[src/common/mem_stage_defines.svh]
`ifndef MEM_STAGE_DEFINES_SVH
`define MEM_STAGE_DEFINES_SVH

// ====================
// Fixed ISA widths for the memory stage
// ====================

// Integer register and data word width
`define MS_XLEN 32

// Register file index width
`define MS_REG_IDX_W 5

// One strobe bit per byte lane
`define MS_STRB_W 4

// Raw instruction width
`define MS_INSTR_W 32

`endif

[src/common/rv_isa_pkg.sv]
`default_nettype none

package rv_isa_pkg;

  // ====================
  // Load/store access size
  // ====================

  // Low two bits of funct3 for loads and stores
  typedef enum logic [1:0] {
    SIZE_BYTE = 2'd0,
    SIZE_HALF = 2'd1,
    SIZE_WORD = 2'd2
  } access_size_e;

  // ====================
  // Writeback result source
  // ====================
  typedef enum logic [2:0] {
    RES_ALU  = 3'd0,
    RES_M    = 3'd1,
    RES_PC4  = 3'd2,
    RES_TGT  = 3'd3,
    RES_LOAD = 3'd4
  } res_src_e;

  // ====================
  // Trap causes carried down the pipe
  // ====================
  typedef enum logic [1:0] {
    TRAP_NONE          = 2'd0,
    TRAP_ILLEGAL       = 2'd1,
    TRAP_LDST_MISALIGN = 2'd2,
    TRAP_ECALL         = 2'd3
  } trap_code_e;

endpackage

`default_nettype wire

[src/common/mem_stage_pkg.sv]
`default_nettype none

`include "mem_stage_defines.svh"

package mem_stage_pkg;

  // Data word and address
  typedef logic [`MS_XLEN-1:0] xlen_t;

  // Byte write strobes
  typedef logic [`MS_STRB_W-1:0] strb_t;

  // Destination register index
  typedef logic [`MS_REG_IDX_W-1:0] reg_idx_t;

  // Raw instruction word
  typedef logic [`MS_INSTR_W-1:0] instr_t;

  // Size and signedness field of loads and stores
  typedef logic [2:0] funct3_t;

endpackage

`default_nettype wire

[src/common/mem_op_if.sv]
`timescale 1ns/1ps
`default_nettype none

// Decoded load/store view shared inside the stage
interface mem_op_if;

  // Load or store present
  logic                    access_en;
  logic                    is_load;
  logic                    is_store;
  // Address does not match the access size
  logic                    misalign;
  // Incoming trap merged with misalignment
  logic                    trap;
  rv_isa_pkg::trap_code_e  trap_code;
  // Byte lane inside the word
  logic [1:0]              byte_off;
  mem_stage_pkg::xlen_t    word_addr;

  // Decoder drives everything
  modport dec (
    output access_en, is_load, is_store, misalign, trap, trap_code, byte_off, word_addr
  );

  // Memory access side
  modport acc (
    input access_en, is_load, is_store, misalign, trap, byte_off, word_addr
  );

  // Result/pipeline register side only needs the trap outcome
  modport res (
    input trap, trap_code
  );

endinterface

`default_nettype wire

[src/hdl/mem_decode.sv]
`timescale 1ns/1ps
`default_nettype none

`include "mem_stage_defines.svh"

module mem_decode (
  input  wire logic                   mem_read_i,
  input  wire logic                   mem_write_i,
  input  wire mem_stage_pkg::funct3_t funct3_i,
  input  wire mem_stage_pkg::xlen_t   addr_i,
  input  wire logic                   trap_i,
  input  wire rv_isa_pkg::trap_code_e trap_code_i,
  mem_op_if.dec                       op
);

  rv_isa_pkg::access_size_e size;
  logic                     misalign;

  // ====================
  // Access classification
  // ====================
  assign op.is_load   = mem_read_i;
  assign op.is_store  = mem_write_i;
  assign op.access_en = mem_read_i || mem_write_i;

  // Word address and lane offset
  assign op.word_addr = {addr_i[`MS_XLEN-1:2], 2'b00};
  assign op.byte_off  = addr_i[1:0];

  // Size sits in the low two funct3 bits
  assign size = rv_isa_pkg::access_size_e'(funct3_i[1:0]);

  // ====================
  // Misalignment check
  // ====================
  always_comb begin
    misalign = 1'b0;
    // Only memory operations can misalign
    if (mem_read_i || mem_write_i) begin
      case (size)
        // Half needs an even address
        rv_isa_pkg::SIZE_HALF: misalign = addr_i[0];
        // Word needs both low bits clear
        rv_isa_pkg::SIZE_WORD: misalign = |addr_i[1:0];
        // Bytes are always aligned
        default: misalign = 1'b0;
      endcase
    end
  end

  assign op.misalign = misalign;

  // ====================
  // Trap merge
  // ====================

  // Any upstream trap or a local misalignment
  assign op.trap = trap_i || misalign;

  // Misalignment takes over the cause
  assign op.trap_code = misalign ? rv_isa_pkg::TRAP_LDST_MISALIGN : trap_code_i;

endmodule

`default_nettype wire

[src/lsu/mem_access.sv]
`timescale 1ns/1ps
`default_nettype none

`include "mem_stage_defines.svh"

module mem_access (
  input  wire logic                   accept_i,
  input  wire mem_stage_pkg::funct3_t funct3_i,
  input  wire mem_stage_pkg::xlen_t   rs2_data_i,
  mem_op_if.acc                       op,
  output logic                        dmem_ren_o,
  output mem_stage_pkg::xlen_t        dmem_raddr_o,
  input  wire mem_stage_pkg::xlen_t   dmem_rdata_i,
  output logic                        dmem_we_o,
  output mem_stage_pkg::xlen_t        dmem_waddr_o,
  output mem_stage_pkg::xlen_t        dmem_wdata_o,
  output mem_stage_pkg::strb_t        dmem_wstrb_o,
  output mem_stage_pkg::xlen_t        ld_data_o
);

  rv_isa_pkg::access_size_e size;
  logic                     access_ok;
  mem_stage_pkg::strb_t     st_strb;
  logic [7:0]               ld_byte;
  logic [15:0]              ld_half;
  logic                     ld_unsigned;

  assign size        = rv_isa_pkg::access_size_e'(funct3_i[1:0]);
  assign ld_unsigned = funct3_i[2];

  // ====================
  // Memory enables
  // ====================

  // A trapped access never reaches memory
  assign access_ok = accept_i && op.access_en && !op.trap;

  assign dmem_ren_o   = access_ok && op.is_load;
  assign dmem_we_o    = access_ok && op.is_store;
  assign dmem_raddr_o = op.word_addr;
  assign dmem_waddr_o = op.word_addr;

  // ====================
  // Store formatting
  // ====================
  always_comb begin
    case (size)
      rv_isa_pkg::SIZE_BYTE: begin
        // Byte copied to every lane
        dmem_wdata_o = {4{rs2_data_i[7:0]}};
        st_strb      = `MS_STRB_W'(1) << op.byte_off;
      end
      rv_isa_pkg::SIZE_HALF: begin
        // Half copied to both halves
        dmem_wdata_o = {2{rs2_data_i[15:0]}};
        st_strb      = op.byte_off[1] ? 4'b1100 : 4'b0011;
      end
      default: begin
        dmem_wdata_o = rs2_data_i;
        st_strb      = '1;
      end
    endcase
  end

  // Lanes only for an accepted store at a good address
  assign dmem_wstrb_o = (accept_i && op.is_store && !op.misalign) ? st_strb : '0;

  // ====================
  // Load formatting
  // ====================
  always_comb begin
    // Pick the addressed byte
    case (op.byte_off)
      2'd0:    ld_byte = dmem_rdata_i[7:0];
      2'd1:    ld_byte = dmem_rdata_i[15:8];
      2'd2:    ld_byte = dmem_rdata_i[23:16];
      default: ld_byte = dmem_rdata_i[31:24];
    endcase
    // Upper or lower half
    ld_half = op.byte_off[1] ? dmem_rdata_i[31:16] : dmem_rdata_i[15:0];
  end

  // Sign or zero extension by funct3 bit 2
  always_comb begin
    case (size)
      rv_isa_pkg::SIZE_BYTE:
        ld_data_o = {{(`MS_XLEN-8){ld_byte[7] && !ld_unsigned}}, ld_byte};
      rv_isa_pkg::SIZE_HALF:
        ld_data_o = {{(`MS_XLEN-16){ld_half[15] && !ld_unsigned}}, ld_half};
      default:
        ld_data_o = dmem_rdata_i;
    endcase
  end

endmodule

`default_nettype wire

[src/hdl/branch_resolve.sv]
`timescale 1ns/1ps
`default_nettype none

module branch_resolve (
  input  wire logic                 accept_i,
  input  wire logic                 is_branch_i,
  input  wire logic                 is_jalr_i,
  input  wire logic                 branch_taken_i,
  input  wire logic                 bpred_taken_i,
  input  wire mem_stage_pkg::xlen_t jb_target_i,
  input  wire mem_stage_pkg::xlen_t pred_target_i,
  input  wire mem_stage_pkg::xlen_t pc_plus4_i,
  output logic                      jalr_mispredicted_o,
  output logic                      mispredicted_o,
  output mem_stage_pkg::xlen_t      redirect_target_o
);

  logic branch_mispredicted;

  // ====================
  // Misprediction detection
  // ====================

  // Conditional branch went the other way
  assign branch_mispredicted = is_branch_i && (branch_taken_i != bpred_taken_i);

  // JALR needs both a taken guess and the right target
  assign jalr_mispredicted_o = is_jalr_i &&
                               (!bpred_taken_i || (pred_target_i != jb_target_i));

  // Flush request only for an accepted op
  assign mispredicted_o = accept_i && (branch_mispredicted || jalr_mispredicted_o);

  // ====================
  // Redirect target
  // ====================
  always_comb begin
    // Jump or taken branch target
    redirect_target_o = jb_target_i;
    // Fall through after a false taken guess
    if (branch_mispredicted && !branch_taken_i) begin
      redirect_target_o = pc_plus4_i;
    end
  end

endmodule

`default_nettype wire

[src/hdl/mem_result.sv]
`timescale 1ns/1ps
`default_nettype none

module mem_result (
  input  wire logic                    clk,
  input  wire logic                    rst_n,
  input  wire logic                    accept_i,
  input  wire logic                    s_valid_i,
  input  wire logic                    m_ready_i,
  input  wire logic                    reg_write_i,
  input  wire rv_isa_pkg::res_src_e    res_src_i,
  input  wire mem_stage_pkg::instr_t   instr_i,
  input  wire mem_stage_pkg::reg_idx_t rd_i,
  input  wire mem_stage_pkg::funct3_t  funct3_i,
  input  wire mem_stage_pkg::xlen_t    alu_result_i,
  input  wire mem_stage_pkg::xlen_t    pc_plus4_i,
  input  wire mem_stage_pkg::xlen_t    jb_target_i,
  input  wire mem_stage_pkg::xlen_t    m_result_i,
  input  wire mem_stage_pkg::xlen_t    ld_data_i,
  mem_op_if.res                        op,
  output mem_stage_pkg::xlen_t         result_o,
  output logic                         m_valid_o,
  output logic                         reg_write_o,
  output rv_isa_pkg::res_src_e         res_src_o,
  output mem_stage_pkg::instr_t        instr_o,
  output mem_stage_pkg::reg_idx_t      rd_o,
  output mem_stage_pkg::funct3_t       funct3_o,
  output mem_stage_pkg::xlen_t         alu_result_o,
  output mem_stage_pkg::xlen_t         ld_data_o,
  output mem_stage_pkg::xlen_t         pc_plus4_o,
  output mem_stage_pkg::xlen_t         jb_target_o,
  output mem_stage_pkg::xlen_t         m_result_o,
  output logic                         trap_o,
  output rv_isa_pkg::trap_code_e       trap_code_o
);

  // ====================
  // Forwarding result
  // ====================
  always_comb begin
    case (res_src_i)
      rv_isa_pkg::RES_M:   result_o = m_result_i;
      rv_isa_pkg::RES_PC4: result_o = pc_plus4_i;
      rv_isa_pkg::RES_TGT: result_o = jb_target_i;
      // Loads forward through a separate path
      default:             result_o = alu_result_i;
    endcase
  end

  // ====================
  // MEM/WB register, control part
  // ====================
  always_ff @(posedge clk) begin
    if (!rst_n) begin
      m_valid_o   <= 1'b0;
      reg_write_o <= 1'b0;
      trap_o      <= 1'b0;
      trap_code_o <= rv_isa_pkg::TRAP_NONE;
    end else if (accept_i) begin
      m_valid_o   <= 1'b1;
      // Trapped op must not write the register file
      reg_write_o <= reg_write_i && !op.trap;
      trap_o      <= op.trap;
      trap_code_o <= op.trap_code;
    end else if (m_ready_i && !s_valid_i) begin
      // Bubble when drained with nothing offered
      m_valid_o   <= 1'b0;
      reg_write_o <= 1'b0;
      trap_o      <= 1'b0;
      trap_code_o <= rv_isa_pkg::TRAP_NONE;
    end
  end

  // Payload loads only on accept
  always_ff @(posedge clk) begin
    if (accept_i) begin
      res_src_o    <= res_src_i;
      instr_o      <= instr_i;
      rd_o         <= rd_i;
      funct3_o     <= funct3_i;
      alu_result_o <= alu_result_i;
      ld_data_o    <= ld_data_i;
      pc_plus4_o   <= pc_plus4_i;
      jb_target_o  <= jb_target_i;
      m_result_o   <= m_result_i;
    end
  end

endmodule

`default_nettype wire

[src/hdl/mem_stage_top.sv]
`timescale 1ns/1ps
`default_nettype none

module mem_stage_top (
  input  wire logic                    clk,
  input  wire logic                    rst_n,
  // From execute
  input  wire logic                    s_valid_i,
  output logic                         s_ready_o,
  input  wire logic                    reg_write_i,
  input  wire logic                    mem_read_i,
  input  wire logic                    mem_write_i,
  input  wire rv_isa_pkg::res_src_e    res_src_i,
  input  wire mem_stage_pkg::instr_t   instr_i,
  input  wire mem_stage_pkg::reg_idx_t rd_i,
  input  wire mem_stage_pkg::funct3_t  funct3_i,
  input  wire mem_stage_pkg::xlen_t    alu_result_i,
  input  wire mem_stage_pkg::xlen_t    rs2_data_i,
  input  wire mem_stage_pkg::xlen_t    pc_plus4_i,
  input  wire mem_stage_pkg::xlen_t    jb_target_i,
  input  wire mem_stage_pkg::xlen_t    m_result_i,
  input  wire logic                    is_branch_i,
  input  wire logic                    is_jalr_i,
  input  wire logic                    branch_taken_i,
  input  wire logic                    bpred_taken_i,
  input  wire mem_stage_pkg::xlen_t    pred_target_i,
  input  wire logic                    trap_i,
  input  wire rv_isa_pkg::trap_code_e  trap_code_i,
  // Data memory
  output logic                         dmem_ren_o,
  output mem_stage_pkg::xlen_t         dmem_raddr_o,
  input  wire mem_stage_pkg::xlen_t    dmem_rdata_i,
  output logic                         dmem_we_o,
  output mem_stage_pkg::xlen_t         dmem_waddr_o,
  output mem_stage_pkg::xlen_t         dmem_wdata_o,
  output mem_stage_pkg::strb_t         dmem_wstrb_o,
  // To writeback
  output logic                         m_valid_o,
  input  wire logic                    m_ready_i,
  output logic                         reg_write_o,
  output rv_isa_pkg::res_src_e         res_src_o,
  output mem_stage_pkg::instr_t        instr_o,
  output mem_stage_pkg::reg_idx_t      rd_o,
  output mem_stage_pkg::funct3_t       funct3_o,
  output mem_stage_pkg::xlen_t         alu_result_o,
  output mem_stage_pkg::xlen_t         ld_data_o,
  output mem_stage_pkg::xlen_t         pc_plus4_o,
  output mem_stage_pkg::xlen_t         jb_target_o,
  output mem_stage_pkg::xlen_t         m_result_o,
  output logic                         trap_o,
  output rv_isa_pkg::trap_code_e       trap_code_o,
  // Forwarding
  output mem_stage_pkg::xlen_t         result_mem_o,
  output mem_stage_pkg::xlen_t         load_data_mem_o,
  // Redirect
  output logic                         jalr_mispredicted_o,
  output logic                         mispredicted_o,
  output mem_stage_pkg::xlen_t         redirect_target_o
);

  logic                 accept;
  mem_stage_pkg::xlen_t ld_data_mem;

  mem_op_if mem_op ();

  // ====================
  // Handshake
  // ====================

  // Stage stalls exactly when writeback stalls
  assign s_ready_o = m_ready_i;
  assign accept    = s_valid_i && m_ready_i;

  // Access decode
  mem_decode i_decode (
    .mem_read_i  (mem_read_i),
    .mem_write_i (mem_write_i),
    .funct3_i    (funct3_i),
    .addr_i      (alu_result_i),
    .trap_i      (trap_i),
    .trap_code_i (trap_code_i),
    .op          (mem_op.dec)
  );

  // Data memory and formatting
  mem_access i_access (
    .accept_i     (accept),
    .funct3_i     (funct3_i),
    .rs2_data_i   (rs2_data_i),
    .op           (mem_op.acc),
    .dmem_ren_o   (dmem_ren_o),
    .dmem_raddr_o (dmem_raddr_o),
    .dmem_rdata_i (dmem_rdata_i),
    .dmem_we_o    (dmem_we_o),
    .dmem_waddr_o (dmem_waddr_o),
    .dmem_wdata_o (dmem_wdata_o),
    .dmem_wstrb_o (dmem_wstrb_o),
    .ld_data_o    (ld_data_mem)
  );

  // Formatted load also feeds the forwarding network
  assign load_data_mem_o = ld_data_mem;

  // Branch and JALR check
  branch_resolve i_branch (
    .accept_i            (accept),
    .is_branch_i         (is_branch_i),
    .is_jalr_i           (is_jalr_i),
    .branch_taken_i      (branch_taken_i),
    .bpred_taken_i       (bpred_taken_i),
    .jb_target_i         (jb_target_i),
    .pred_target_i       (pred_target_i),
    .pc_plus4_i          (pc_plus4_i),
    .jalr_mispredicted_o (jalr_mispredicted_o),
    .mispredicted_o      (mispredicted_o),
    .redirect_target_o   (redirect_target_o)
  );

  // Forwarding mux and MEM/WB register
  mem_result i_result (
    .clk          (clk),
    .rst_n        (rst_n),
    .accept_i     (accept),
    .s_valid_i    (s_valid_i),
    .m_ready_i    (m_ready_i),
    .reg_write_i  (reg_write_i),
    .res_src_i    (res_src_i),
    .instr_i      (instr_i),
    .rd_i         (rd_i),
    .funct3_i     (funct3_i),
    .alu_result_i (alu_result_i),
    .pc_plus4_i   (pc_plus4_i),
    .jb_target_i  (jb_target_i),
    .m_result_i   (m_result_i),
    .ld_data_i    (ld_data_mem),
    .op           (mem_op.res),
    .result_o     (result_mem_o),
    .m_valid_o    (m_valid_o),
    .reg_write_o  (reg_write_o),
    .res_src_o    (res_src_o),
    .instr_o      (instr_o),
    .rd_o         (rd_o),
    .funct3_o     (funct3_o),
    .alu_result_o (alu_result_o),
    .ld_data_o    (ld_data_o),
    .pc_plus4_o   (pc_plus4_o),
    .jb_target_o  (jb_target_o),
    .m_result_o   (m_result_o),
    .trap_o       (trap_o),
    .trap_code_o  (trap_code_o)
  );

endmodule

`default_nettype wire

[config.mk]
export PLATFORM = sky130hd
export DESIGN_NAME = mem_stage_top
export DESIGN_NICKNAME = d
export VERILOG_FILES = /design/src/common/rv_isa_pkg.sv /design/src/common/mem_stage_pkg.sv /design/src/common/mem_op_if.sv /design/src/hdl/mem_decode.sv /design/src/lsu/mem_access.sv /design/src/hdl/branch_resolve.sv /design/src/hdl/mem_result.sv /design/src/hdl/mem_stage_top.sv
export VERILOG_INCLUDE_DIRS = /design/src /design/src/common
export SDC_FILE = /design/constraint.sdc
export NUM_CORES = 1
export LEC_CHECK = 0
export BUFFER_PORTS_ARGS = -buffer_cell sky130_fd_sc_hd__buf_2
export CAP_MARGIN = 30
export CORE_AREA = 8 8 259 261
export CTS_BUF_LIST = sky130_fd_sc_hd__clkbuf_4 sky130_fd_sc_hd__clkbuf_8
export DETAILED_ROUTE_END_ITERATION = 10
export DIE_AREA = 0 0 267 269
export PLACE_DENSITY = 0.41
export SYNTH_ARGS = -nofsm -noshare
export SYNTH_HDL_FRONTEND = slang
export SYNTH_SLANG_ARGS = --single-unit
[constraint.sdc]
create_clock -name clk -period 12.26 [get_ports clk]
set_input_delay 2.452 -clock clk [delete_from_list [all_inputs] [get_ports clk]]
set_output_delay 2.452 -clock clk [all_outputs]
set_load 0.005 [all_outputs]
**Yosys cells after proc, flatten, opt, wreduce, memory -nomap -nowiden**

Index checks and enable logic that the tools add are counted.

- Equal/unequal tests: 9
- Shift-type cells: 1
- Mux-type cells: 18
- Reductions and logical operators: 29

Operator list:

| cell | number |
|---|---|
| case mux 32 bit (2 select lines) | 2 |
| case mux 32 bit (3 select lines) | 1 |
| 2-to-1 mux 32 bit | 1 |
| inequality test 32 bit | 1 |
| case mux 8 bit (3 select lines) | 1 |
| 2-to-1 mux 16 bit | 1 |
| logical AND 1 bit | 15 |
| 2-to-1 mux 4 bit | 2 |
| case mux 4 bit (2 select lines) | 1 |
| == test 3 x 2 -> 1 bit, second input constant | 2 |
| zero test 1 bit | 6 |
| 2-to-1 mux 2 bit | 3 |
| 2-to-1 mux 1 bit | 5 |
| == test 2 x 1 -> 1 bit, second input constant | 2 |
| == test 2 bit, second input constant | 2 |
| zero test 2 bit | 2 |
| logical OR 1 bit | 4 |
| << shifter 1 x 2 -> 4 bit, first input constant | 1 |
| == test 3 x 1 -> 1 bit, second input constant | 1 |
| case mux 1 bit (2 select lines) | 1 |
| nonzero test 2 bit | 1 |
| OR reduction 2 bit | 1 |
| inequality test 1 bit | 1 |

- Flip-flop bits (word level): 208
- Output and inout bits: 409
- Logic and storage cells: 70

**Logic depth before layout (Yosys ltp)**

- Depth in word-level cells: 7
- Depth in mapped cells: 10
- Mapped depth without buffers: 7

**By module**

A second synthesis with hierarchy kept.

- Cell total of the unflattened synthesis: 821
- Area, all modules: 10805.4 um2

Modules (own cells, without submodules):

| module | times used | cells an instance | area each (um2) | sequential area each (um2) |
|---|---|---|---|---|
| mem_result | 1 | 407 | 7798.7 | 6195.9 |
| mem_access | 1 | 269 | 1816.7 | 0.0 |
| branch_resolve | 1 | 92 | 802.0 | 0.0 |
| mem_decode | 1 | 51 | 374.1 | 0.0 |
| mem_stage_top | 1 | 2 | 13.8 | 0.0 |

**Worst setup path after synthesis**

Ideal clock, no wire load.

- Path type: input to output
- Start point: input s_valid_i
- End point: output dmem_wstrb_o[1]
- Data arrival time: 7481 ps
- Slack: 2327 ps
- Cell stages on the path: 4
- Path through: nand2_1 > inv_1 > nand3_1 > a21oi_1

- Cells in the longest elaborated chain, start to end: 4

RTL lines:

| item | RTL line | text |
|---|---|---|
| start, declared | mem_stage_top.sv:8 | `input wire logic s_valid_i,` |
| logical AND 1 bit | mem_stage_top.sv:72 | `assign accept = s_valid_i && m_ready_i;` |
| named net accept | mem_stage_top.sv:61 | `logic accept;` |
| logical AND 1 bit (2 in series) | mem_access.sv:66 | `assign dmem_wstrb_o = (accept_i && op.is_store && !op.misalign) ? st_strb : '0;` |
| 2-to-1 mux 4 bit | mem_access.sv:66 |  |
| end, declared | mem_stage_top.sv:36 | `output mem_stage_pkg::strb_t dmem_wstrb_o,` |

The timed path passes the listed nets, and every way through them passes these cells.

**Final worst setup path**

- Start point: input funct3_i[1]
- End point: output load_data_mem_o[14]

- Cells in the longest elaborated chain, start to end: 2
- Elaborated cells between the ends (all ways): 3
- Classes of those cells: 1 x eq/ne; 1 x mux; 1 x reduce/logical

RTL lines:

| item | RTL line | text |
|---|---|---|
| start, declared | mem_stage_top.sv:16 | `input wire mem_stage_pkg::funct3_t funct3_i,` |
| == test 2 x 1 -> 1 bit or zero test 2 bit (tied branches) | mem_access.sv:85 | `case (size)` |
| case mux 32 bit (2 select lines) * | mem_access.sv:85 |  |
| end, declared | mem_stage_top.sv:54 | `output mem_stage_pkg::xlen_t load_data_mem_o,` |

Mark *: on every way between the ends. The rest lies on a longest branch, timed or not.

==> reports/qor.yml <==
status: "completed"
nets: 1636
global_route_wire_length_before_repair_um: 69200
drt-wirelength-per-cell_um: 23.5
cts_buffer_depth: 3
total_global_routing_track_utilization: 0.133
ys_warn_count: 0
final_min_period_over_clock_period: 0.606
length_of_the_first_detailed_routing_pass_in_iterations: 7
crit_fanout: 27
dominant_combinational_cell_family_by_area_after_synthesis: "compound AO/OA/AOI/OAI gates"
timing.critical_path.mode_cell: "buf_2"
post-synth-top-count-cell: "edfxtp_1"
max_cap_violations: 0
yosys_most_used_dff: "edfxtp_1"
worstSetupStartpoint: "funct3_i[1]"
grt_pass1_vias: 9355
utilization: 0.234
antenna_found_initial: 8
grt_setup_unrepaired: "false"
die_height_um: 269
reg2reg_to: "i_result.trap_code_o[0]"
finalMaxSlewViolations: 0
clock_latency_ns: 0.58
cts_sink_cnt: 208
die_area_sq_um: 71800
synth_cells: 720
pin_count_of_the_biggest_net_entering_global_routing: 72
fp.dieW_um: 267
postRouteAntennaNets: 0
post-cts-setup-buffers: 0
final.setup_skew_ns: 0
vias_per_cell: 3.90
hold_start: "i_result.trap_code_o[1]"
critical-path-slowest-cell: "nor2b_1"
synth_area_leader_cell: "edfxtp_1"
dr.first_iter.drc_count: 648
final-setup-viol-count: 0
htreeDepth: 2
dr_total_vias: 8711
synth_cell_type_count: 42
synth_largest_type_area_fraction: 0.617
routabilityCongestion: 0.837
post_cts_resize_count: 0
power_per_cell_area_nw_per_um2: 132
synth-simple-area-share: 0.0542
reg2reg_slack_ns: 11.56
synth_edf_count: 203
tritoncts: "built"
slowest_cell_delay_on_critical_path_ns: 0.69
synth_xor_xnor_area_share: 0.0293
reg2reg_depth: 3
critical_path_arrival_ns: 4.98
ctsRootBufferMaster: "clkbuf_8"
power.clock.fraction: 0.388
endpoint: "load_data_mem_o[14]"
postSynthRegisterBits: 208
cts_buffers: 42
final.setup.tns_ns: 0
worstPathCellList: "buf_2 > inv_1 > ha_1 > nand2b_1 > nor2b_1 > a221o_1 > buf_2"
cts_hold_repair.buffers: 0
gr-total-overflow: 0
initial_utilization: 0.157
max_clock_freq_mhz: 135
timing.rr.start: "i_result.trap_code_o[0]"
internal_power_uw: 1410
synth_top_cells_by_area: "edfxtp_1, mux2_2, buf_4"
worst-setup-path-type: "in2out"
remaining_drc_errors: 0
netlist_area_before_placement_sq_um: 9870
detailedPlacementHpwl_um: 41700
crit_path_end_kind: "output port"
detail_route.wirelength_um: 52400
path_clk_slew_ns: 0.06
power.switching_fraction: 0.276
logic_depth_of_the_worst_path_buffers_included: 7
synth_area_per_cell_sq_um: 13.7
share_of_the_yosys_chip_area_belonging_to_registers: 0.627
critical_path.top_delay_family: "simple AND/OR/NAND/NOR gates"
floorplan.rows: 92
vdd_ir_drop_max_mv: 0.0658
postSynth.asyncResetShare: 0
comb_power_share: 0.176
timing.hold.worst.class: "reg2reg"
seqCellArea_sq_um: 6200
timing.critical_path.from_type: "primary input"
synth_compound_area_frac: 0.116
worst_hold_slack_ns: 0.483
timing_hold_violations_final: 0
worstPathBufferInverterCount: 3
power.sequential.fraction: 0.437
worst_pin_slew_ns: 1.04
relSlewSlack: 0.306
design.core.area_sq_um: 62700
min_period_ns: 7.43
top_level_ports: 690
numPortBuffers: 685
multiInputGateArea_sq_um: 2940
yosys.area_share.adder: 0.00380
synthMuxAreaShare: 0.0917
fillCellCount: 6795
post_route_cells_drive_above_1_share: 0.611
netSwitchingPower_uw: 537
layout-area-overhead-vs-synth_pct: 48.5
p_leak_uw: 0.00640
synth.cells.most_frequent: "edfxtp_1, buf_4, mux2_2"
worst_ep_required_time_ns: 9.81
## logic make-up (layout without fill, tap and decap cells)
logic type | count (synthesis) | count (layout)
other cells | 1 | 8
mux | 81 | 81
simple gates | 101 | 101
fa+ha+maj | 3 | 3
flops | 208 | 208
buf+inv | 122 | 781
xor+xnor | 33 | 33
compound gates | 171 | 171
## metal layers
| layer | vias up | part of all wire | global-route usage |
|---|---|---|---|
| li1 | 3918 | - | - |
| met1 | 4219 | 0.37 | 0.144 |
| met2 | 468 | 0.51 | 0.237 |
| met3 | 100 | 0.090 | 0.0446 |
| met4 | 6 | 0.033 | 0.0540 |
| met5 | - | 0.00078 | 0 |
## worst min path at each step
stage,depth (start not counted),slack (ns),to
after detailed placement,2,0.47,i_result.trap_code_o[1]
after global placement,2,0.46,i_result.m_valid_o
after global routing,2,0.53,i_result.reg_write_o
after CTS,2,0.48,i_result.trap_code_o[1]
after floorplan,2,0.47,i_result.reg_write_o
final,2,0.48,i_result.trap_code_o[1]
## power by group through the flow
stage / Clock, uW / Sequential, uW / Combinational, uW
6_report: 753 / 848 / 341
5_1_grt: 814 / 853 / 370
4_1_cts: 792 / 848 / 352
3_5_place_dp: 0 / 862 / 351
3_3_place_gp: 0 / 862 / 349
2_1_floorplan: 0 / 876 / 124
## layout by cell type (no fill, tap or decap), types with 3 or more instances in the layout
master / instances
mux2i_1: 8
a221o_1: 8
nand2b_1: 4
and2_1: 4
clkbuf_8: 44
dfxtp_1: 5
inv_1: 8
nor3_1: 3
clkbuf_4: 16
edfxtp_1: 203
xor2_1: 32
buf_4: 10
buf_2: 684
clkinv_1: 8
a21o_1: 16
ha_1: 3
o21ai_0: 45
a22o_1: 8
nor2b_1: 36
diode_2: 4
nor4_1: 7
nand2_1: 34
conb_1: 4
a222oi_1: 5
mux2_2: 72
a22oi_1: 43
nand3_1: 4
a21boi_0: 3
a21oi_1: 36
## tightest hold or removal path, cell delays in order, from the launching register on
cell,delay [ns]
dfxtp_1,0.31
nand2b_1,0.06
a21boi_0,0.07
## layout make-up
type,count,area share
diodes,4,0.000683
well taps,846,0.0722
multi-input cells,393,0.201
repair buffers,697,0.243
clock inverters,14,0.00836
flip-flops and latches,208,0.423
inverters,10,0.00307
clock buffers,60,0.0495
## stage by stage
step / setup WS, ns / cell area, sq um / std cells / power (uW)
global route: 4.66 / 14700 / 2230 / 2040
floorplan: 2.33 / 9890 / 723 / 999
detailed placement: 4.88 / 13800 / 2154 / 1210
finish: 4.83 / 14700 / 2232 / 1940
global placement: 4.90 / 13700 / 2151 / 1210
CTS: 4.87 / 14700 / 2228 / 1990
## registers in the layout, indices dropped and copies added, names as in the netlist
signal,count
i_result.rd_o,5
i_result.alu_result_o,32
i_result.res_src_o,3
i_result.ld_data_o,32
i_result.instr_o,32
i_result.pc_plus4_o,32
i_result.reg_write_o,1
i_result.jb_target_o,32
i_result.trap_o,1
i_result.funct3_o,3
i_result.m_valid_o,1
i_result.m_result_o,32
i_result.trap_code_o,2
Note: power is estimated with default switching activity, not from simulation.
